===== config.mk =====
export PLATFORM = sky130hd
export DESIGN_NAME = simd_mult
export DESIGN_NICKNAME = d
export VERILOG_FILES = /design/src/source/simd_data_pkg.sv /design/src/source/simd_mult.sv
export SDC_FILE = /design/constraint.sdc
export NUM_CORES = 1
export LEC_CHECK = 0
export BUFFER_PORTS_ARGS = -buffer_cell sky130_fd_sc_hd__clkbuf_2
export CORE_MARGIN = 8
export CORE_UTILIZATION = 55
export DETAILED_ROUTE_END_ITERATION = 10
export GPL_ROUTABILITY_DRIVEN = 0
export GPL_TIMING_DRIVEN = 0
export PLACE_DENSITY = 0.8
export SLEW_MARGIN = 20
export SYNTH_ARGS = -nofsm -noshare
export SYNTH_HDL_FRONTEND = slang
export SYNTH_SLANG_ARGS = --single-unit

===== constraint.sdc =====
create_clock -name vclk -period 9
set_clock_uncertainty 0.1 [all_clocks]
set_input_delay 1.8 -clock vclk [all_inputs]
set_output_delay 1.8 -clock vclk [all_outputs]
set_load 0.005 [all_outputs]

===== src/source/simd_data_pkg.sv =====
package simd_data_pkg;

	// Datapath word, bit 0 is the most significant
	localparam int WORD_W = 64;

	typedef logic [0:WORD_W-1] word_t;

	// Supported lane widths
	localparam int LANE_W8  = 8;
	localparam int LANE_W16 = 16;
	localparam int LANE_W32 = 32;
	localparam int LANE_W64 = 64;

	// Widest lane the multiplier takes, product is twice this
	localparam int MULT_MAX_W = 32;

endpackage


===== src/source/simd_mult.sv =====
`timescale 1ns/1ps

module simd_mult
	import simd_data_pkg::*;
#(
	parameter int LANE_W = LANE_W8
) (
	input  word_t ra,
	input  word_t rb,
	input  logic  mult_odd,
	input  logic  mult_square,
	output word_t product
);

	localparam int PAIRS = WORD_W / (2 * LANE_W);

	if (LANE_W > MULT_MAX_W) begin : g_width_check
		$error("simd_mult lane width %0d exceeds %0d", LANE_W, MULT_MAX_W);
	end

	for (genvar p = 0; p < PAIRS; p++) begin : g_pair
		localparam int EVEN_LSB = 2 * p * LANE_W;
		localparam int ODD_LSB  = (2 * p + 1) * LANE_W;

		logic [LANE_W-1:0]   a;
		logic [LANE_W-1:0]   b;
		logic [2*LANE_W-1:0] prod;

		assign a = mult_odd ? ra[ODD_LSB +: LANE_W] : ra[EVEN_LSB +: LANE_W];
		// Square reuses the ra lane as second factor
		assign b = mult_square ? a :
			(mult_odd ? rb[ODD_LSB +: LANE_W] : rb[EVEN_LSB +: LANE_W]);

		assign prod = a * b;

		// Product takes the place of both lanes of the pair
		assign product[EVEN_LSB +: 2*LANE_W] = prod;
	end

endmodule


==> results of run 1 <==
## power breakdown
part	internal, W	total [W]	switching [W]
Clock	0.0000000000148	0.0000000000149	0
Sequential	0	0	0
Combinational	0.00160	0.00346	0.00186
## worst max-delay path, cell delays in order
cell,delay [ns]
buf_2,0.15
buf_4,0.27
buf_4,0.26
a211oi_1,0.13
a21o_1,0.26
or2_1,0.28
fa_1,0.51
fa_1,0.55
inv_1,0.05
fa_1,0.48
inv_1,0.05
fa_1,0.47
inv_1,0.05
ha_1,0.35
nand3_1,0.09
o21bai_1,0.25
nor4b_4,0.10
or4_1,0.51
nand3_1,0.09
clkbuf_2,0.11
## stage by stage
step           setup TNS (ns)  hold WS [ns]  setup slack [ns]  utilization (%)
2_1_floorplan               0         3.666            0.8565                -
3_3_place_gp                0         3.860           0.01206            62.64
3_5_place_dp         -0.03406         3.869          -0.03406            62.64
4_1_cts                     0         3.873           0.05106            62.65
5_1_grt                     0         3.896         0.0006675            63.32
6_report                    0         3.866            0.2447            63.32
## layout make-up
type	count	area, um^2	share of cell area, %
repair buffers	192	960.9	8.928
inverters	205	769.5	7.150
plain buffers	23	150.1	1.395
multi-input cells	926	8598	79.89
well taps	225	281.5	2.616
diodes	1	2.502	0.02325
## routing by layer
| metal | routed length (um) | global-route usage (%) | vias to the layer above |
|---|---|---|---|
| met2 | 12810 | 42.17 | 289 |
| met5 | 0 | 0 | - |
| met4 | 394 | 4.534 | 0 |
| li1 | - | - | 4142 |
| met1 | 10700 | 29.45 | 4202 |
| met3 | 1628 | 3.937 | 27 |
## cells by family (layout without fill, tap and decap cells)
group	count (synthesis)	after routing
and+or+nand+nor	390	390
buffers and inverters	228	420
AOI/OAI and AO/OA	180	180
adders and majority gates	288	288
other	0	1
xor gates and xnor gates	36	36
muxes	32	32
## worst max-delay path by stage
| stage | startpoint | end | slack [ns] | depth (start not counted) |
|---|---|---|---|---|
| floorplan | mult_odd | product[30] | 0.86 | 19 |
| global placement | mult_square | product[28] | 0.01 | 18 |
| detailed placement | mult_square | product[28] | -0.03 | 18 |
| CTS | mult_odd | product[28] | 0.05 | 20 |
| global route | mult_odd | product[46] | 0.0007 | 20 |
| finish | mult_odd | product[30] | 0.24 | 20 |
## cell usage in the layout (no fill, tap or decap), types with 4 or more instances in the layout
cell | Yosys | layout
nand3_1 | 9 | 9
or3_1 | 5 | 5
xor2_1 | 9 | 9
mux2i_1 | 8 | 5
mux2i_4 | 0 | 8
buf_6 | 5 | 5
buf_4 | 3 | 5
xnor2_1 | 27 | 27
nand2_1 | 14 | 14
or2_2 | 9 | 9
o21a_1 | 9 | 9
o21ai_0 | 17 | 17
or2_1 | 39 | 39
and3_1 | 4 | 4
fa_1 | 144 | 144
a21oi_1 | 27 | 27
clkbuf_2 | 0 | 196
ha_1 | 144 | 144
a211o_1 | 4 | 4
nor3_1 | 12 | 12
nand2b_1 | 14 | 14
inv_1 | 204 | 204
o21ai_1 | 4 | 4
a211oi_1 | 39 | 38
mux2i_2 | 24 | 19
clkbuf_1 | 10 | 6
a21o_1 | 45 | 44
nor2_1 | 231 | 231
a31oi_1 | 5 | 5
nor2b_1 | 43 | 43
## what timing repair did
action | 4_1_cts | 5_1_grt
resized for setup | 2 | 24
buffers inserted | 0 | 0
endpoints found under the setup margin | 2 | 16
hold buffers | 0 | 0
==> results.ini, run 1 <==
[outcome]
status = complete, no violations

[floorplanning]
io_pins = 194
dieArea_um2 = 21540
initial_core_util_pct = 55.33
placementRows = 48
die_w_um = 146.8
coreArea_um2 = 17000
dieHeight_um = 146.8

[detailed_routing]
route.detailed.drc = 0
drtIter0Drc = 429
wire_per_inst_um = 16.25
vias = 8660
wirelength_um = 25540
via_per_inst = 5.509
dr.pass1.iters = 5
antenna_left = 0

[min_path]
hp-class = primary input to output pin
hold_depth = 4
min-delay-start = rb[32]
worst_hold_path.endpoint = product[32]

[place]
hpwlAfterDp_um = 21990
dp.cells = 1571
portBuffers = 192
post_dp_cell_area_um2 = 10650

[grt]
grtUsageTotal_pct = 23.62
grt_overflow = 0
grt_max_degree = 11
grt_pass1_vias = 9041
antenna_found_initial = 1
grt_pass1_wl_um = 42820

[final_layout]
area_growth_pct = 14.45
drive_gt1_share_pct = 18.57
design.seq.count = 0
nClkBuffers = 0
fin_area_um2 = 10760
final-seq-area_um2 = 0
fillerInstances = 1477
fin_nets = 1766
final_cells = 1572

[yosys]
yosys-top-cells-area = fa_1 (31%), ha_1 (19%), nor2_1 (9.2%)
yosysMostFrequentCell = nor2_1
syn_nets = 1572
yosys_warnings = 0
ys_seq_area_share_pct = 0
synth_compound_area_share_pct = 13.45
synth.distinct_cells = 56
yosysTopAreaCell = fa_1
syn_avg_cell_area_um2 = 8.149
synth_xor_area_share_pct = 3.353
synth_top_family_by_area = adder cells
yosysTopAreaCellShare_pct = 30.65
synth_cells = 1154
synth_mux_area_share_pct = 4.364
yosys.area_share.simple_pct = 19.35
syn_area_um2 = 9404
synthAdderAreaFrac_pct = 49.81
synth_common_cells = nor2_1 (231), inv_1 (204), fa_1 (144), ha_1 (144), a21o_1 (45)

[worst_setup_path]
path_max_fanout = 10
worstPathArrival_ns = 6.86
crit_path_end_kind = output pin
crit_required_ns = 7.10
path_class = primary input to output pin
cp-start-kind = primary input

[power]
p_per_area_nw_per_um2 = 321.3
p_total_w = 0.003458
leakage_nw = 5.878
peakVddDrop_uv = 470.6

[sta]
maxSlewViolCount = 0
finalHoldViolCount = 0
period_needed_ns = 8.755
tightest_slew_ns = 0.7811
slew_headroom_pct = 46.44
setup_viol = 0
timing.final.crit_share_pct = 97.28
fmax_ghz = 0.1142
rsz0062_at_grt = false

[job]
cap_violations = 0

No activity file was read; power rests on OpenSTA's default activity.
==> run 2, diff against run 1 <==
--- a/config.mk
+++ b/config.mk
@@ -5,13 +5,14 @@
 export SDC_FILE = /design/constraint.sdc
 export NUM_CORES = 1
 export LEC_CHECK = 0
+export ABC_AREA = 1
 export BUFFER_PORTS_ARGS = -buffer_cell sky130_fd_sc_hd__clkbuf_2
 export CORE_MARGIN = 8
 export CORE_UTILIZATION = 55
 export DETAILED_ROUTE_END_ITERATION = 10
 export GPL_ROUTABILITY_DRIVEN = 0
 export GPL_TIMING_DRIVEN = 0
-export PLACE_DENSITY = 0.8
+export PLACE_DENSITY = 0.79
 export SLEW_MARGIN = 20
 export SYNTH_ARGS = -nofsm -noshare
 export SYNTH_HDL_FRONTEND = slang
==> run 2 against run 1 <==
Hold slack better by 0.18 ns. Die area is 8.1% higher. Global-route usage is 1.5 points higher. Sequential share of layout area did not move. Synthesized cell count is 34% higher. Maximum frequency rose by 4.8%. Combinational power decreased by 17%. Total power is 17% lower. Critical endpoint is now product[42]. Final cell count is 25% higher. Flip-flop and latch count did not move.
==> results.ini, run 2 <==
[yosys]
syn_area_um2 = 10260
yosys-top-cells-area = fa_1 (28%), ha_1 (18%), nand2_1 (15%)
ys_seq_area_share_pct = 0
yosysTopAreaCellShare_pct = 28.10
synth_cells = 1542
yosys_warnings = 0
synth_common_cells = nand2_1 (421), inv_1 (352), nor2_1 (233), fa_1 (144), ha_1 (144)
syn_nets = 1960
yosysTopAreaCell = fa_1
yosysMostFrequentCell = nand2_1
syn_avg_cell_area_um2 = 6.652
synth.distinct_cells = 28

[floorplanning]
coreArea_um2 = 18520
die_w_um = 152.6
dieArea_um2 = 23280
io_pins = 194
placementRows = 50
dieHeight_um = 152.6
initial_core_util_pct = 55.39

[worst_setup_path]
cp-start-kind = primary input
path_max_fanout = 10
worstPathArrival_ns = 6.45
path_class = primary input to output pin
crit_path_end_kind = output pin
crit_required_ns = 7.10

[grt]
grt_pass1_wl_um = 49360
grt_overflow = 0
grt_max_degree = 11
grt_pass1_vias = 10417
grtUsageTotal_pct = 25.07
antenna_found_initial = 2

[detailed_routing]
wirelength_um = 28940
via_per_inst = 5.127
dr.pass1.iters = 5
drtIter0Drc = 555
wire_per_inst_um = 14.70
vias = 10096
route.detailed.drc = 0
antenna_left = 0

[outcome]
status = complete, no violations

[job]
cap_violations = 0

[sta]
tightest_slew_ns = 0.3961
finalHoldViolCount = 0
layout_setup_ws_ns = 0.6469
fmax_ghz = 0.1197
slew_headroom_pct = 73.03
period_needed_ns = 8.353
setup_viol = 0
timing.final.crit_share_pct = 92.81
holdWs_ns = 4.045
maxSlewViolCount = 0
rsz0062_at_grt = false
tns_ns = 0

[clock_network]
post_cts_resized = 0
postCtsSetupBuffers = 0
hold_buffers = 0

[final_layout]
layout_commonest_cell = nand2_1
area_growth_pct = 12.27
fin_nets = 2155
antenna_cells = 0
nClkBuffers = 0
final_cell_mix = nand2_1 (421), inv_1 (352), nor2_1 (233)
final-seq-area_um2 = 0
drive_gt1_share_pct = 16.54
design.seq.count = 0

[power]
p_per_area_nw_per_um2 = 250.1
leakage_nw = 7.255
p_total_w = 0.002881
peakVddDrop_uv = 300.2

[place]
hpwlAfterDp_um = 25660
post-place-ws_ns = 0.6671
portBuffers = 193

[min_path]
hp-class = primary input to output pin

==> run 2: changes by cell type after synthesis, moves of 14 or more <==
cell      previous run  this run
inv_1              204       352
o21ai_0             17         2
or2_1               39        12
mux2i_2             24         0
nand3_1              9        59
xor2_1               9        24
inv_2                1        20
a21o_1              45         1
xnor2_1             27         4
nor2b_1             43         0
nand2_1             14       421
a211oi_1            39         0
nand4_1              1        20
nand2b_1            14         0
==> run 2: logic make-up (layout without fill, tap and decap cells) <==
group           after synthesis  count (layout)  synth area share, %
compound gates               76              76                6.867
xor+xnor                     28              28                2.391
fa+ha+maj                   288             288                45.67
buf+inv                     393             586                15.42
mux                           1               1               0.2196
simple gates                756             756                29.43
==> run 2: routing by layer <==
| layer | routed length (um) | track usage [%] |
|---|---|---|
| met1 | 12120 | 30.50 |
| met2 | 13930 | 44.67 |
| met3 | 1926 | 4.424 |
| met4 | 945 | 6.833 |
| met5 | 27 | 0 |
==> run 2: metrics by stage <==
stage / util [%] / instance area, um^2 / instances
finish: 62.19 / 11520 / 1969
global route: 62.19 / 11520 / 1969
CTS: 62.19 / 11520 / 1969
detailed placement: 62.19 / 11520 / 1969
global placement: 62.19 / 11520 / 1969
floorplan: - / 10260 / 1542
==> run 2: power breakdown <==
part           leakage (nW)  internal (W)  switching (W)  total [W]
Combinational          7.25       0.00117        0.00171    0.00288
Sequential                0             0              0          0
Clock                     0             0              0          0
Total                  7.25       0.00117        0.00171    0.00288
==> run 2: path summary, 6_finish.rpt <==
check   startpoint          end  slack (ns)  cells after the start
max    mult_square  product[42]        0.65                     22
min         rb[56]  product[48]        4.04                      6
==> run 2: critical path, stage by stage <==
cell      delay, ns
clkbuf_2       0.14
inv_2          0.19
buf_2          0.42
nand2_1        0.11
a21oi_1        0.22
o21bai_4       0.22
nor2_1         0.09
fa_1           0.51
inv_1          0.05
fa_1           0.53
inv_1          0.05
fa_1           0.47
inv_1          0.05
fa_1           0.47
inv_1          0.04
ha_1           0.35
nand2_1        0.12
nor2_1         0.17
nand2_1        0.07
nand2_1        0.08
xor2_1         0.16
clkbuf_2       0.14
==> run 2: cell type report <==
type               instances  area, um^2
inverters                373        1403
plain buffers             20       178.9
well taps                234       292.8
fillers                 1746        7002
repair buffers           193       965.9
multi-input cells       1149        8676
