--- src/source/alu_op_pkg.sv ---
package alu_op_pkg;

	// R-type function codes, dropped ones kept so they decode as illegal
	typedef enum logic [5:0] {
		VNOP   = 6'd0,
		VAND   = 6'd1,
		VOR    = 6'd2,
		VXOR   = 6'd3,
		VNOT   = 6'd4,
		VMOV   = 6'd5,
		VADD   = 6'd6,
		VSUB   = 6'd7,
		VMULEU = 6'd8,
		VMULOU = 6'd9,
		VSLL   = 6'd10,
		VSRL   = 6'd11,
		VSRA   = 6'd12,
		VRTTH  = 6'd13,
		VDIV   = 6'd14,
		VMOD   = 6'd15,
		VSQEU  = 6'd16,
		VSQOU  = 6'd17,
		VSQRT  = 6'd18
	} r_ins_e;

	typedef enum logic [1:0] {
		WIDTH_8  = 2'd0,
		WIDTH_16 = 2'd1,
		WIDTH_32 = 2'd2,
		WIDTH_64 = 2'd3
	} width_e;

	typedef enum logic [1:0] {UNIT_NONE, UNIT_LOGIC, UNIT_ARITH, UNIT_MULT} unit_e;

	typedef enum logic [2:0] {LOP_AND, LOP_OR, LOP_XOR, LOP_NOT, LOP_MOV, LOP_RTTH} logic_op_e;

	typedef enum logic [2:0] {AOP_ADD, AOP_SUB, AOP_SLL, AOP_SRL, AOP_SRA} arith_op_e;

endpackage

--- src/source/simd_data_pkg.sv ---
package simd_data_pkg;

	// Datapath word, bit 0 is the most significant
	localparam int WORD_W = 64;

	typedef logic [0:WORD_W-1] word_t;

	// Supported lane widths
	localparam int LANE_W8  = 8;
	localparam int LANE_W16 = 16;
	localparam int LANE_W32 = 32;
	localparam int LANE_W64 = 64;

	// Widest lane the multiplier takes, product is twice this
	localparam int MULT_MAX_W = 32;

endpackage

--- src/source/simd_logic_rotate.sv ---
`timescale 1ns/1ps

module simd_logic_rotate
	import simd_data_pkg::*;
	import alu_op_pkg::*;
(
	input  word_t     ra,
	input  word_t     rb,
	input  logic_op_e logic_op,
	input  width_e    ww,
	output word_t     result
);

	// Half swap of ra at each lane width, indexed by width code
	logic [3:0][0:WORD_W-1] rot;

	for (genvar w = 0; w < 4; w++) begin : g_width
		localparam int LW = LANE_W8 << w;

		for (genvar i = 0; i < WORD_W / LW; i++) begin : g_lane
			assign rot[w][i*LW +: LW] = {ra[i*LW + LW/2 +: LW/2], ra[i*LW +: LW/2]};
		end
	end

	always_comb begin
		case (logic_op)
			LOP_AND:  result = ra & rb;
			LOP_OR:   result = ra | rb;
			LOP_XOR:  result = ra ^ rb;
			LOP_NOT:  result = ~ra;
			LOP_MOV:  result = ra;
			LOP_RTTH: result = rot[ww];
			default:  result = '0;
		endcase
	end

endmodule

--- config.mk ---
export PLATFORM = sky130hd
export DESIGN_NAME = simd_logic_rotate
export DESIGN_NICKNAME = d
export VERILOG_FILES = /design/src/source/alu_op_pkg.sv /design/src/source/simd_data_pkg.sv /design/src/source/simd_logic_rotate.sv
export SDC_FILE = /design/constraint.sdc
export NUM_CORES = 1
export LEC_CHECK = 0
export ABC_AREA = 1
export BUFFER_PORTS_ARGS = -buffer_cell sky130_fd_sc_hd__buf_2
export CAP_MARGIN = 25
export CORE_UTILIZATION = 36
export DETAILED_ROUTE_END_ITERATION = 12
export PLACE_DENSITY_LB_ADDON = 0.3
export SLEW_MARGIN = 20
export SYNTH_ARGS = -nofsm -noshare
export SYNTH_HDL_FRONTEND = slang
export SYNTH_SLANG_ARGS = --single-unit
export TNS_END_PERCENT = 5
--- constraint.sdc ---
create_clock -name vclk -period 1
set_input_delay 0.1 -clock vclk [all_inputs]
set_output_delay 0.1 -clock vclk [all_outputs]
set_load 0.05 [all_outputs]
==> results of run 1 <==
[per-stage QoR]
stage	setup WS [ps]	util	instance area (um^2)
floorplan	-74.20	-	7772
global placement	-503.8	0.5626	10140
detailed placement	-516.1	0.5626	10140
CTS	-376.8	0.6240	11250
global route	-388.2	0.6572	11850
finish	-358.8	0.6573	11850
[per-layer routing]
metal  track usage  part of all wire
met5             0                 0
met4       0.09783             0.038
met3       0.03826             0.071
met2        0.5611              0.50
met1        0.3744              0.39
[Yosys cell counts]
master and number:
o21ai_0 6, nand3_2 1, inv_2 4, buf_6 2, nor2_2 1, ha_1 128
nor2_4 1, buf_4 1, nand4_1 27, inv_1 194, nor2_1 290, o21ai_1 3
buf_1 6, buf_2 44, nand2_1 195, clkbuf_1 29, nand3_1 370
[cell families after synthesis]
logic type                 count (synthesis)
AOI/OAI and AO/OA                          9
buffers and inverters                    280
and+or+nand+nor                          885
adders and majority gates                128
[timing repair]
action,CTS,global route
setup buffers,7,4
hold buffers,0,0
pin swaps,48,26
setup endpoints to repair,64,64
gates resized for setup,247,122
cloned,8,4
[report_power, final]
part | switching, mW | internal [mW]
clock | 0 | 0.000000134
combinational | 3.81 | 2.72
sequential | 0 | 0
[critical path, cell delays in order]
cell	delay, ps
buf_8	110
buf_6	120
nand3_4	100
buf_12	130
buf_12	120
buf_16	150
nor2_2	40
nor2_2	120
nand3_4	90
buf_8	160
[path summary, 6_finish.rpt]
check	slack [ps]	end	depth (start not counted)	from
max	-360	result[15]	10	logic_op[0]
min	720	result[58]	5	ra[58]
[final cells by class]
cell class                      instances  area share
Antenna cell                            1   0.0002112
Timing Repair Buffer                  392      0.3143
Multi-Input combinational cell       1022      0.5969
Inverter                              198     0.06442
Tap cell                              229     0.02418
==> results.cfg, run 1 <==
[yosys]
syn_nets = 1563
synth-simple-area-share = 0.5826
seq_area_frac_synth = 0
synth_cells = 1302
synth_compound_area_frac = 0.006783
muxShareOfSynthArea = 0
yosys-top-cells-area = nand3_1, ha_1, nor2_1
yosysTopAreaCell = nand3_1
ys.warnings.count = 0
synth_xor_area_frac = 0
synthDistinctLibCells = 17
synthAdderAreaFrac = 0.2412
syn_avg_cell_area_um2 = 5.100
synth_top_family_by_area = simple AND/OR/NAND/NOR gates
synth_area_um2 = 6640
synth_top_area_frac = 0.2789

[global_route]
track_usage = 0.3093
grt_overflow = 0
grt_pass1_vias = 9033
grt_pass1_wl_um = 46180
grt_max_degree = 55
antenna_found_initial = 1

[routing]
dr.pass1.iters = 5
antenna_left = 0
drt_iter0_drc = 872
via_per_inst = 5.392
vias = 9932
drcViolationCount = 0
wl_um = 30830
routedWlPerCell_um = 16.74

[sta]
tightestPinTransition_ps = 320.8
slew_viol_final = 0
maxSlewHeadroom = 0.7861
rsz0062_at_grt = yes
setup_slack_ps = -358.8
hold_viol = 0
fin_crit_ps = 1359
fin_hold_ws_ps = 717.7
final.setup.tns_ps = -19390
fmax_mhz = 736.0
period_share = 1.359
setup_viol = 64

[run_status]
violations = negative setup slack
status = finished, violations left

[finish]
area_growth_syn_to_layout_pct = 78.42
nFillCells = 1572
clock_buffers = 0
nNetsFinal = 1875
seq_cell_count = 0
multiInputGateArea_um2 = 7072
final_common_cell = nand3_1
mostFrequentLayoutCells = nand3_1, inv_1, nand2_1
register_area_um2 = 0
drive_gt1_frac = 0.4144
fin_cells = 1842

[worst_setup_path]
path_class = in -> out
start_kind = input port
cp.required_ps = 900
cp.arrival_ps = 1260
crit_fanout = 7
worst_setup_path_end_kind = output port

[placement]
place_inst = 1820
dpl.hpwl_um = 22220
placement.io_buffers = 197
gp_routability_congestion = 1.005

[power]
power.total_mw = 6.526
p_leak_nw = 6.629
power.density_nw_per_um2 = 550.8
irDropWorstVdd_mv = 0.5042

[floorplan]
io-pin-count = 197
dieHeight_um = 137.8
die_x_um = 137.8
start_util = 0.3684
die-area_um2 = 18990
fp.coreArea_um2 = 18020
rows = 49

[hold_path]
hold_class = in -> out

[job]
drv_cap = 0
No activity file was read; power rests on OpenSTA's default activity.
==> run 2: changes to the inputs <==
==> constraint.sdc (replaced) <==
create_clock -name vclk -period 1.55
set_input_delay 0.155 -clock vclk [all_inputs]
set_output_delay 0.155 -clock vclk [all_outputs]
set_load 0.05 [all_outputs]
==> run 2 against run 1 <==
Against the previous run: the run still ends with negative setup slack left; utilization decreased by 16 points; largest cell class unchanged; non-clock buffer count decreased by 135; total power decreased by 51%; sequential cell count unchanged; sequential share of layout area unchanged; critical endpoint is now result[1]; critical path depth decreased by 2; cell count decreased by 7.4%; global-route usage decreased by 3.1 points; cell area decreased by 25%; first-iteration DRC count increased by 14%; highest routed layer unchanged; largest power group unchanged; wire length decreased by 12%; combinational power decreased by 51%.
==> results.cfg, run 2 (same netlist as run 1, synthesis figures left out) <==
[sta]
slew_viol_final = 0
rsz0062_at_grt = yes
fin_crit_ps = 1552
setup_slack_ps = -2.495
period_share = 1.002
final.setup.tns_ps = -3.994
fmax_mhz = 644.1
hold_viol = 0
tightestPinTransition_ps = 407.9
setup_viol = 2
maxSlewHeadroom = 0.7281

[global_route]
grt_max_degree = 52
grt_pass1_wl_um = 41720
antenna_found_initial = 0
grt_pass1_vias = 7787
track_usage = 0.2779
grt_overflow = 0

[routing]
drt_iter0_drc = 991
via_per_inst = 5.356
dr.pass1.iters = 6
vias = 9137
routedWlPerCell_um = 15.85
antenna_left = 0
drcViolationCount = 0
wl_um = 27040

[run_status]
violations = negative setup slack
status = finished, violations left

[worst_setup_path]
cp-endpoint = result[1]
start_kind = input port
critPathLaunch = logic_op[1]
worst_setup_path_end_kind = output port
path_class = in -> out
crit_fanout = 11
cp.arrival_ps = 1400
cp.required_ps = 1390

[floorplan]
fp.coreArea_um2 = 18020
die_x_um = 137.8
start_util = 0.3684
die-area_um2 = 18990
rows = 49
dieHeight_um = 137.8
io-pin-count = 197

[hold_path]
min_path_cells = 5
hold_class = in -> out

[placement]
placement.io_buffers = 197
place_inst = 1704
dpl.hpwl_um = 21210
gp_routability_congestion = 1.007
post-place-ws_ps = -159.1

[finish]
area_growth_syn_to_layout_pct = 33.65
drive_gt1_frac = 0.2038
final_common_cell = nand3_1
nFillCells = 1927
nNetsFinal = 1740
fin_cells = 1706
clock_buffers = 0
fin_util = 0.4924
diodes = 0
seq_cell_count = 0
mostFrequentLayoutCells = nand3_1, nor2_1, nand2_1
register_area_um2 = 0

[power]
power.total_mw = 3.203
p_leak_nw = 5.418
power.density_nw_per_um2 = 360.9
irDropWorstVdd_mv = 0.2737

[job]
drv_cap = 0

[clock_tree]
hold_buffers = 0
[run 2: through the flow]
stage	hold slack [ps]	cell area [um^2]
after floorplan	792.6	6640
after global placement	878.5	8252
after detailed placement	883.5	8252
after CTS	846.3	8675
after global routing	875.3	8875
final	842.0	8875
[run 2: worst min path at each step]
stage	startpoint	end	slack, ps
floorplan	ra[19]	result[19]	790
global placement	ra[46]	result[46]	880
detailed placement	ra[46]	result[46]	880
CTS	ra[6]	result[6]	850
global route	ra[51]	result[51]	880
finish	ra[33]	result[33]	840
[run 2: final cells by class]
cell class                      instances  area [um^2]  area share
Multi-Input combinational cell       1022         5700      0.6423
Timing Repair Buffer                  257         2142      0.2414
Inverter                              198        745.7     0.08403
Tap cell                              229        286.5     0.03229
[run 2: repair_timing]
action,4_1_cts,5_1_grt
endpoints found under the setup margin,63,61
resized for setup,113,47
setup buffers,0,0
cloned,2,0
pin swaps,2,8
[run 2: critical path: stages]
cell	delay [ps]
buf_2	140
inv_2	80
nand2_1	80
nor2_4	190
bufbuf_16	320
nand3_1	110
nand3_1	140
buf_6	170
[run 2: per-layer routing]
metal	GRT usage	wire, um	vias to the layer above
met5	0	0	-
met4	0.04529	611	0
met3	0.01251	2432	49
met2	0.4534	12050	460
met1	0.4047	11950	4135
li1	-	-	4493
[run 2: power breakdown]
part / internal (mW) / switching [mW] / total (mW) / leakage [nW]
sequential: 0 / 0 / 0 / 0
combinational: 1.11 / 2.09 / 3.20 / 5.42
clock: 0 / 0 / 0 / 0
total: 1.11 / 2.09 / 3.20 / 5.42
==> run 3: changes to the inputs <==
==> constraint.sdc (replaced) <==
create_clock -name vclk -period 1.55
set_input_delay 0.0775 -clock vclk [all_inputs]
set_output_delay 0.0775 -clock vclk [all_outputs]
set_load 0.05 [all_outputs]
==> run 3 against run 2 <==
Against the previous run: the run now ends clean; via count is 2.6% lower; sequential share of layout area is the same; first-iteration DRC count is 11% lower; worst hold slack lost 110 ps; non-clock buffer count decreased by 21; die area stayed put; count of clock-buffer cells in the layout is the same; cell area fell by 8.5%; critical path depth grew 1; highest routed layer unchanged.
==> results.cfg, run 3 (same netlist as run 1, synthesis figures left out) <==
[placement]
placement.io_buffers = 197
dpl.hpwl_um = 20560
post-place-ws_ps = 7.231
gp_routability_congestion = 0.9728

[worst_setup_path]
cp.arrival_ps = 1440
path_class = in -> out
critical_path.top_delay_family = buffers and inverters
path_cells = buf_2 -> inv_1 -> nand2_1 -> nor2_4 -> buf_12 -> buf_12 -> nand3_1 -> nand3_1 -> clkbuf_4
path_buf_inv = 5
cpMaxStageDelayCell = clkbuf_4
start_kind = input port
max_stage_delay_ps = 240
cp.required_ps = 1470
crit_fanout = 33
worst_setup_path_end_kind = output port

[sta]
final.setup.tns_ps = 0
setup_slack_ps = 34.65
maxSlewHeadroom = 0.7696
fin_crit_ps = 1515
period_share = 0.9776
hold_viol = 0
tightestPinTransition_ps = 345.6
rsz0062_at_grt = no
setup_viol = 0
slew_viol_final = 0
fmax_mhz = 659.9
fin_hold_ws_ps = 736.7

[routing]
vias = 8898
drt_iter0_drc = 882
routedWlPerCell_um = 15.50
wl_um = 26120
drcViolationCount = 0
antenna_left = 0
via_per_inst = 5.281
dr.pass1.iters = 7

[job]
drv_cap = 0

[global_route]
antenna_found_initial = 0
track_usage = 0.2692
grt_overflow = 0
grt_pass1_wl_um = 40570
grt_pass1_vias = 7659
grt_max_degree = 65

[floorplan]
io-pin-count = 197
die-area_um2 = 18990
start_util = 0.3684
die_x_um = 137.8
rows = 49
dieHeight_um = 137.8
fp.coreArea_um2 = 18020

[finish]
nNetsFinal = 1719
seq_cell_count = 0
drive_gt1_frac = 0.1676
diodes = 0
area_growth_syn_to_layout_pct = 22.23
clock_buffers = 0
final_common_cell = nand3_1
nFillCells = 2011
fin_util = 0.4503
register_area_um2 = 0
mostFrequentLayoutCells = nand3_1, nor2_1, nand2_1

[hold_path]
hold_class = in -> out

[power]
power.density_nw_per_um2 = 346.3
p_leak_nw = 5.065
irDropWorstVdd_mv = 0.2776

[run_status]
status = complete, no violations
-- run 3: worst paths after layout --
| path | startpoint | slack (ps) | end | cells past startpoint |
|---|---|---|---|---|
| setup / recovery | logic_op[1] | 30 | result[11] | 9 |
| hold / removal | ra[46] | 740 | result[46] | 5 |
-- run 3: timing repair --
action / 4_1_cts / 5_1_grt
hold buffers: 0 / 0
gates resized for setup: 0 / 17
endpoints found under the setup margin: 0 / 13
setup buffers: 0 / 0
-- run 3: layer usage --
layer	wire [um]	part of all wire	vias to the layer above	global-route usage
li1	-	-	4453	-
met1	12200	0.47	3970	0.3988
met2	11260	0.43	439	0.4213
met3	2057	0.079	36	0.01803
met4	601	0.023	0	0.05495
met5	0	0	-	0
-- run 3: per-stage QoR --
step / power, mW / cell area [um^2] / instances
after floorplan: 1.816 / 6640 / 1302
after global placement: 2.749 / 8084 / 1685
after detailed placement: 2.764 / 8084 / 1685
final: 2.811 / 8117 / 1685
after CTS: 2.774 / 8084 / 1685
after global routing: 3.065 / 8117 / 1685
-- run 3: worst min-delay path: cells and delay by family --
family / cells / cell delay (ps)
simple gates: 1 / 70
compound gates: 1 / 100
buf+inv: 3 / 400
-- run 3: final cells by class --
| type | count | area [um^2] | area share |
|---|---|---|---|
| inverters | 198 | 743.2 | 0.09157 |
| multi-input cells | 1022 | 5525 | 0.6807 |
| well taps | 229 | 286.5 | 0.03530 |
| repair buffers | 236 | 1562 | 0.1924 |
-- run 3: report_power, final --
part | switching (mW) | leakage [nW] | internal [mW]
registers | 0 | 0 | 0
logic | 1.99 | 5.07 | 0.821
clock network | 0 | 0 | 0
total | 1.99 | 5.07 | 0.821
