$ cat src/source/alu_op_pkg.sv
package alu_op_pkg;

	// R-type function codes, dropped ones kept so they decode as illegal
	typedef enum logic [5:0] {
		VNOP   = 6'd0,
		VAND   = 6'd1,
		VOR    = 6'd2,
		VXOR   = 6'd3,
		VNOT   = 6'd4,
		VMOV   = 6'd5,
		VADD   = 6'd6,
		VSUB   = 6'd7,
		VMULEU = 6'd8,
		VMULOU = 6'd9,
		VSLL   = 6'd10,
		VSRL   = 6'd11,
		VSRA   = 6'd12,
		VRTTH  = 6'd13,
		VDIV   = 6'd14,
		VMOD   = 6'd15,
		VSQEU  = 6'd16,
		VSQOU  = 6'd17,
		VSQRT  = 6'd18
	} r_ins_e;

	typedef enum logic [1:0] {
		WIDTH_8  = 2'd0,
		WIDTH_16 = 2'd1,
		WIDTH_32 = 2'd2,
		WIDTH_64 = 2'd3
	} width_e;

	typedef enum logic [1:0] {UNIT_NONE, UNIT_LOGIC, UNIT_ARITH, UNIT_MULT} unit_e;

	typedef enum logic [2:0] {LOP_AND, LOP_OR, LOP_XOR, LOP_NOT, LOP_MOV, LOP_RTTH} logic_op_e;

	typedef enum logic [2:0] {AOP_ADD, AOP_SUB, AOP_SLL, AOP_SRL, AOP_SRA} arith_op_e;

endpackage

$ cat src/source/simd_data_pkg.sv
package simd_data_pkg;

	// Datapath word, bit 0 is the most significant
	localparam int WORD_W = 64;

	typedef logic [0:WORD_W-1] word_t;

	// Supported lane widths
	localparam int LANE_W8  = 8;
	localparam int LANE_W16 = 16;
	localparam int LANE_W32 = 32;
	localparam int LANE_W64 = 64;

	// Widest lane the multiplier takes, product is twice this
	localparam int MULT_MAX_W = 32;

endpackage

$ cat src/source/simd_addsub_shift.sv
`timescale 1ns/1ps

module simd_addsub_shift
	import simd_data_pkg::*;
	import alu_op_pkg::*;
#(
	parameter int LANE_W = LANE_W8
) (
	input  word_t     ra,
	input  word_t     rb,
	input  arith_op_e arith_op,
	output word_t     result
);

	localparam int LANES = WORD_W / LANE_W;
	// Shift amount comes from the low bits of each rb lane
	localparam int SH_W  = (LANE_W > 1) ? $clog2(LANE_W) : 1;

	for (genvar i = 0; i < LANES; i++) begin : g_lane
		logic [LANE_W-1:0] a;
		logic [LANE_W-1:0] b;
		logic [SH_W-1:0]   amt;
		logic [LANE_W-1:0] y;

		// Lane i starts at bit i*LANE_W, its MSB
		assign a   = ra[i*LANE_W +: LANE_W];
		assign b   = rb[i*LANE_W +: LANE_W];
		assign amt = b[SH_W-1:0];

		always_comb begin
			case (arith_op)
				AOP_ADD: y = a + b;
				AOP_SUB: y = a - b;
				AOP_SLL: y = a << amt;
				AOP_SRL: y = a >> amt;
				// Fill with the lane's sign bit
				AOP_SRA: y = $signed(a) >>> amt;
				default: y = '0;
			endcase
		end

		assign result[i*LANE_W +: LANE_W] = y;
	end

endmodule

$ cat config.mk
export PLATFORM = sky130hd
export DESIGN_NAME = simd_addsub_shift
export DESIGN_NICKNAME = d
export VERILOG_FILES = /design/src/source/alu_op_pkg.sv /design/src/source/simd_data_pkg.sv /design/src/source/simd_addsub_shift.sv
export SDC_FILE = /design/constraint.sdc
export NUM_CORES = 1
export LEC_CHECK = 0
export ABC_AREA = 0
export BUFFER_PORTS_ARGS = -buffer_cell sky130_fd_sc_hd__buf_2
export CORE_AREA = 5 5 126 128
export DETAILED_ROUTE_END_ITERATION = 16
export DIE_AREA = 0 0 131 133
export PLACE_DENSITY = 0.91
export SETUP_SLACK_MARGIN = 0.5
export SYNTH_ARGS = -nofsm -noshare
export SYNTH_HDL_FRONTEND = slang
export SYNTH_SLANG_ARGS = --single-unit
$ cat constraint.sdc
create_clock -name vclk -period 4.98
set_clock_uncertainty 0.15 [all_clocks]
set_input_delay 0.747 -clock vclk [all_inputs]
set_output_delay 0.747 -clock vclk [all_outputs]
set_load 0.05 [all_outputs]
==> results of run 1 <==
-- per-stage QoR --
step,area [µm²],hold slack [ps],setup WS (ps)
3_5_place_dp,9320,1870,591
3_3_place_gp,9320,1860,646
4_1_cts,9320,1870,580
6_report,9330,1870,660
2_1_floorplan,8340,1670,476
5_1_grt,9330,1940,484
-- routing by layer --
layer / global-route usage / vias up / wire, µm
met5: 0 / - / 0
met4: 0.0726 / 0 / 726
met3: 0.0363 / 69 / 3090
met2: 0.483 / 601 / 13000
met1: 0.409 / 4484 / 10700
li1: - / 4453 / -
-- how the worst max path moves through the flow --
stage,start,endpoint,cells after the start
4_1_cts,rb[33],result[37],12
5_1_grt,rb[32],result[39],13
2_1_floorplan,arith_op[1],result[14],12
3_5_place_dp,rb[33],result[37],12
3_3_place_gp,rb[33],result[37],12
6_report,arith_op[1],result[39],14
-- cell type report --
| class | instances | area (µm²) | area share |
|---|---|---|---|
| multi-input cells | 962 | 7790 | 0.835 |
| repair buffers | 213 | 1110 | 0.119 |
| well taps | 188 | 235 | 0.0252 |
| inverters | 50 | 191 | 0.0205 |
-- kinds of logic after synthesis --
group           Yosys count  share of synthesized area
simple gates            318                      0.181
fa+ha+maj                80                      0.128
buf+inv                 130                     0.0696
mux                     115                      0.241
xor+xnor                 74                     0.0783
compound gates          375                      0.302
-- synth_stat cells (9+ instances only) --
| cell type | n | area (µm²) |
|---|---|---|
| a211oi_1 | 20 | 150 |
| a21o_1 | 18 | 135 |
| a21oi_1 | 95 | 475 |
| a221oi_1 | 9 | 78.8 |
| a31oi_1 | 10 | 62.6 |
| buf_2 | 46 | 230 |
| clkbuf_1 | 28 | 105 |
| ha_1 | 72 | 901 |
| inv_1 | 44 | 165 |
| mux2_2 | 11 | 124 |
| mux2i_1 | 37 | 370 |
| mux4_2 | 66 | 1490 |
| nand2_1 | 65 | 244 |
| nand2b_1 | 23 | 144 |
| nand3_1 | 17 | 85.1 |
| nor2_1 | 118 | 443 |
| nor2b_1 | 20 | 125 |
| nor3_1 | 35 | 175 |
| o211ai_1 | 25 | 188 |
| o21a_1 | 30 | 225 |
| o21ai_0 | 73 | 365 |
| o221ai_1 | 13 | 114 |
| o31a_1 | 9 | 78.8 |
| or3_1 | 10 | 62.6 |
| xnor2_1 | 62 | 543 |
| xor2_1 | 12 | 105 |
-- tightest hold or removal path, stage by stage --
cell	delay, ps
buf_2	170
nand2_1	80
o211ai_1	70
buf_2	210
-- power by group through the flow --
stage / Sequential (mW) / Combinational, mW / Clock (mW)
2_1_floorplan: 0 / 1.07 / 0
3_3_place_gp: 0 / 1.37 / 0
3_5_place_dp: 0 / 1.40 / 0
4_1_cts: 0 / 1.41 / 0
5_1_grt: 0 / 1.54 / 0
6_report: 0 / 1.43 / 0
-- repair_timing --
action | CTS | global route
endpoints found under the hold margin | 0 | 0
hold buffers | 0 | 0
resized for setup | 0 | 3
setup endpoints to repair | 0 | 4
==> reports/results.ini, run 1 <==
[outcome]
status=finished, final reports clean

[setup_path]
crit_fanout=16
crit_slowest_cell=buf_2
crit_path_cell_trace=buf_2 -> nor2_2 -> nand2_1 -> buf_4 -> nor2_1 -> a21o_1 -> inv_1 -> ha_1 -> nor2b_1 -> o31a_1 -> o21ai_0 -> xnor2_1 -> o211ai_1 -> buf_2
setup.worst_path.end_class=output port
crit_type=input port to output port
worstPathArrival_ps=3420
cp_common_cell=buf_2
cp-start-kind=input port
cpPeakStageDelay_ps=330
crit_family=compound AO/OA/AOI/OAI gates
cp_num_buf_inv=4
crit_required_ps=4080

[finish]
drive_gt1_frac=0.261
diodes=0
layout.nets=1438
stdcell_count=1413
syn_to_final_growth_pct=12.7
final_util=0.632
clock_buffers=0
seq_area_um2=0
final_cell_mix=buf_2 (194), nor2_1 (117), a21oi_1 (95), o21ai_0 (72), ha_1 (72)
seq_cells=0
n_fill_cell=1308
layout_commonest_cell=buf_2

[timing]
setup_viol=0
fmax_mhz=231
slew_violations=0
tightest_slew_ps=1030
slew-limit-headroom=0.310
post-route-period-util=0.867
layout_min_cycle_time_ps=4320
tns_ps=0
hold_viol=0
rsz0062_at_grt=yes

[placed_design]
hpwl_mm=21.0
gp_congestion=0.992
portBuffers=195
place_inst=1413

[power]
combPwrFrac=1.000
p_sw_frac=0.623
irDropWorstVdd_mv=0.0969
p_sw_mw=0.890
p_leak_nw=4.02
p_total_mw=1.43
power.density_nw_per_um2=153
sequentialPowerShare=0
internal_power_mw=0.539
power.share.clock=0

[detailed_routing]
drc_errors=0
post_drt_wl_per_cell_um=19.5
drtIter0Drc=860
vias=9607
drt_pass1_iterations=5
drt_wl_total_mm=27.5
ant_nets=0
viasPerCell=6.80

[floorplan]
rows=45
die-area_um2=17400
start_util=0.561
die_y_um=133
die_w_um=131
coreArea_um2=14800
top_level_ports=195

[global_routing]
track_usage=0.294
antenna_found_initial=0
grt_overflow_total=0
grt_max_degree=32
grt_pass1_wl_mm=43.3
first_global_vias=8864

[synth]
syn_nets=1303
synth.distinct_cells=70
avgSynthCellArea_um2=7.58
syn_inst=1092
yosysWarnings=0
seq_area_frac_synth=0
netlist_area_um2=8270

[cts]
cts_setup_buffers=0

[min_path]
holdPathEnd=result[63]
hold_path_class=input port to output port
hold_start=ra[63]
whs_path_depth=4

[job]
maxCapViolCount=0

Note: power is estimated with default switching activity, not from simulation.
==> run 2, diff against run 1 <==
--- a/config.mk
+++ b/config.mk
@@ -7,10 +7,10 @@
 export LEC_CHECK = 0
 export ABC_AREA = 0
 export BUFFER_PORTS_ARGS = -buffer_cell sky130_fd_sc_hd__buf_2
-export CORE_AREA = 5 5 126 128
+export CORE_AREA = 5 5 150 152
 export DETAILED_ROUTE_END_ITERATION = 16
-export DIE_AREA = 0 0 131 133
-export PLACE_DENSITY = 0.91
+export DIE_AREA = 0 0 155 157
+export PLACE_DENSITY = 0.69
 export SETUP_SLACK_MARGIN = 0.5
 export SYNTH_ARGS = -nofsm -noshare
 export SYNTH_HDL_FRONTEND = slang
==> constraint.sdc (replaced) <==
create_clock -name vclk -period 4.98
set_clock_uncertainty 0.15 [all_clocks]
set_input_delay 0.747 -clock vclk [all_inputs]
set_output_delay 0.747 -clock vclk [all_outputs]
set_load 0.02 [all_outputs]
==> reports/results.ini, run 2 (synthesis gave the netlist of run 1 again) <==
[min_path]
holdPathEnd=result[63]
whs_path_depth=4
hold_path_class=input port to output port
hold_start=ra[63]

[power]
p_total_mw=1.25
sequentialPowerShare=0
combPwrFrac=1.000
p_sw_frac=0.571
p_sw_mw=0.712
power.share.clock=0
p_leak_nw=4.01
internal_power_mw=0.534
power.density_nw_per_um2=133
irDropWorstVdd_mv=0.0671

[finish]
clock_buffers=0
syn_to_final_growth_pct=13.5
layout.nets=1442
seq_area_um2=0
drive_gt1_frac=0.255
final_cell_mix=buf_2 (195), nor2_1 (117), a21oi_1 (95), o21ai_0 (73), ha_1 (72)
seq_cells=0
final_util=0.449
layout_commonest_cell=buf_2
n_fill_cell=2153

[setup_path]
crit_type=input port to output port
setup.worst_path.end_class=output port
crit_required_ps=4080
cp-start-kind=input port
crit_fanout=29
worstPathArrival_ps=3370

[timing]
setup_viol=0
slew-limit-headroom=0.330
slew_violations=0
layout_min_cycle_time_ps=4260
rsz0062_at_grt=no
fmax_mhz=235
tightest_slew_ps=1010
hold_viol=0
post-route-period-util=0.856
tns_ps=0

[detailed_routing]
drc_errors=0
ant_nets=0
drt_wl_total_mm=29.5
post_drt_wl_per_cell_um=19.6
viasPerCell=6.24
drtIter0Drc=783
drt_pass1_iterations=6
vias=9397

[global_routing]
grt_overflow_total=0
grt_max_degree=34
grt_pass1_wl_mm=47.1
antenna_found_initial=5
first_global_vias=8867
track_usage=0.230

[floorplan]
rows=53
die-area_um2=24300
top_level_ports=195
die_w_um=155
die_y_um=157
coreArea_um2=20900
start_util=0.396

[placed_design]
portBuffers=195
gp_congestion=0.966
hpwl_mm=22.5

[outcome]
status=finished, final reports clean

[cts]
ctsHoldBuffers=0
cts_setup_buffers=0
ctsResizeCount=0

[job]
maxCapViolCount=0

## run 2: worst max-delay path by stage
stage,from,endpoint,slack [ps],depth (start not counted)
CTS,arith_op[0],result[14],690,12
global placement,rb[25],result[29],730,12
global route,arith_op[0],result[14],510,12
finish,arith_op[0],result[14],720,12
detailed placement,arith_op[0],result[14],710,12
floorplan,arith_op[1],result[14],620,12
## run 2: power groups by stage
stage | registers [mW] | clock network, mW | logic, mW
final | 0 | 0.0000000268 | 1.25
after global routing | 0 | 0.0000000269 | 1.37
after global placement | 0 | 0 | 1.22
after detailed placement | 0 | 0 | 1.23
after floorplan | 0 | 0 | 0.887
after CTS | 0 | 0 | 1.24
## run 2: layer usage
layer  routed length (µm)  track usage  up-vias
met5                   48            0        -
met4                  482       0.0349        8
met3                 2620       0.0264       53
met2                13700        0.376      487
met1                12600        0.333     4398
li1                     -            -     4451
## run 2: per-stage QoR
stage	hold WS (ps)	worst slack [ps]	instances	cell area [µm²]
floorplan	1610	625	1092	8270
global placement	1810	733	1504	9390
detailed placement	1820	709	1504	9390
CTS	1820	693	1504	9390
global route	1890	508	1505	9390
finish	1820	716	1505	9390
## run 2: critical path: stages
cell and delay (ps):
buf_2 230, nor3b_4 240, buf_4 340, nor2_1 100, xnor2_1 140, ha_1 340
nor2b_1 160, o31a_1 250, o21a_1 200, o21a_1 170, o32ai_1 230, buf_2 210
## run 2: layout make-up
cell class                      instances  area [µm²]  area share
Multi-Input combinational cell        962        7710       0.822
Inverter                               50         188      0.0200
Antenna cell                            1        2.50    0.000267
Tap cell                              275         344      0.0367
Timing Repair Buffer                  217        1140       0.122
==> run 3, diff against run 2 <==
--- a/config.mk
+++ b/config.mk
@@ -7,10 +7,10 @@
 export LEC_CHECK = 0
 export ABC_AREA = 0
 export BUFFER_PORTS_ARGS = -buffer_cell sky130_fd_sc_hd__buf_2
-export CORE_AREA = 5 5 150 152
+export CORE_AREA = 5 5 173 175
 export DETAILED_ROUTE_END_ITERATION = 16
-export DIE_AREA = 0 0 155 157
-export PLACE_DENSITY = 0.69
+export DIE_AREA = 0 0 178 180
+export PLACE_DENSITY = 0.56
 export SETUP_SLACK_MARGIN = 0.5
 export SYNTH_ARGS = -nofsm -noshare
 export SYNTH_HDL_FRONTEND = slang
==> constraint.sdc (replaced) <==
create_clock -name vclk -period 4.2
set_clock_uncertainty 0.15 [all_clocks]
set_input_delay 0.63 -clock vclk [all_inputs]
set_output_delay 0.63 -clock vclk [all_outputs]
set_load 0.02 [all_outputs]
==> reports/results.ini, run 3 (synthesis gave the netlist of run 1 again) <==
[outcome]
status=finished, final reports clean

[global_routing]
grt_overflow_total=0
track_usage=0.191
antenna_found_initial=6
grt_pass1_wl_mm=50.5
first_global_vias=9087
grt_max_degree=40

[finish]
syn_to_final_growth_pct=29.8
seq_area_um2=0
stdcell_area_um2=10700
n_fill_cell=2973
seq_cells=0
final_util=0.379
stdcell_count=1675
clock_buffers=0
final_cell_mix=buf_2 (168), nor2_1 (109), a21oi_1 (82), buf_4 (76), ha_1 (70)
layout_commonest_cell=buf_2
layout.nets=1501
multi_input_area_um2=8190
drive_gt1_frac=0.347

[timing]
setup_viol=0
slew-limit-headroom=0.544
layout_min_cycle_time_ps=3760
slew_violations=0
post-route-period-util=0.894
rsz0062_at_grt=yes
layout_setup_ws_ps=444
tightest_slew_ps=684
whs_ps=1600
hold_viol=0
fmax_mhz=266
tns_ps=0

[setup_path]
crit_required_ps=3420
cp-start-kind=input port
cp-startpoint=arith_op[1]
crit_type=input port to output port
crit_fanout=6
worstPathArrival_ps=2980
setup.worst_path.end_class=output port

[placed_design]
gp_congestion=0.904
pre_cts_ws_ps=351
portBuffers=195
place_inst=1627
placed_cell_area_um2=9750
hpwl_mm=24.7

[detailed_routing]
drtIter0Drc=1041
post_drt_wl_per_cell_um=19.9
drc_errors=0
drt_wl_total_mm=33.4
vias=9726
ant_nets=0
drt_pass1_iterations=6
viasPerCell=5.81

[cts]
ctsHoldBuffers=0

[floorplan]
rows=62
die-area_um2=32000
die_y_um=180
die_w_um=178
coreArea_um2=28300
top_level_ports=195
start_util=0.292

[power]
p_total_mw=1.73
power.density_nw_per_um2=161
p_leak_nw=4.52
irDropWorstVdd_mv=0.0825

[min_path]
hold_start=ra[63]
hold_path_class=input port to output port

[job]
maxCapViolCount=0

==> run 3: cell types whose count changed in the layout (fill, tap and decap cells not counted), sizes merged <==
cell	before	now
buf	217	273
clkbuf	0	3
clkinvlp	0	1
diode	1	3
inv	47	46
==> run 3: timing repair <==
action	4_1_cts	5_1_grt
gates cloned	1	1
gates resized for setup	33	148
buffers inserted	10	33
pin swaps	10	58
endpoints found under the setup margin	25	32
==> run 3: worst paths after layout <==
kind | endpoint | slack, ps | cells past startpoint
setup / recovery | result[6] | 440 | 13
hold / removal | result[63] | 1600 | 4
==> run 3: critical path, stage by stage <==
cell and delay (ps):
buf_12 110, nor3b_4 230, buf_12 170, buf_12 140, nor2_4 40, xnor2_2 140
ha_1 340, o21ai_2 160, a21oi_2 50, o21a_1 190, or3_1 360, a31o_2 260
buf_6 130
==> run 3: per-layer routing <==
layer  routed length, µm  vias to the layer above  global-route usage  share of wire
li1                    -                     4568                   -              -
met1               14200                     4649               0.269           0.43
met2               15700                      440               0.310           0.47
met3                2470                       63              0.0221          0.074
met4                 975                        6              0.0480          0.029
met5                  34                        -                   0         0.0010
==> run 3: cell type report <==
type / count / area share
multi-input combinational: 962 / 0.763
inverter: 50 / 0.0192
antenna: 3 / 0.000699
tap: 384 / 0.0447
timing repair buffer: 276 / 0.173
==> run 3: power by group <==
part | switching [mW] | total, mW | internal (mW)
combinational | 0.951 | 1.73 | 0.780
clock | 0 | 0.0000000958 | 0.0000000958
sequential | 0 | 0 | 0
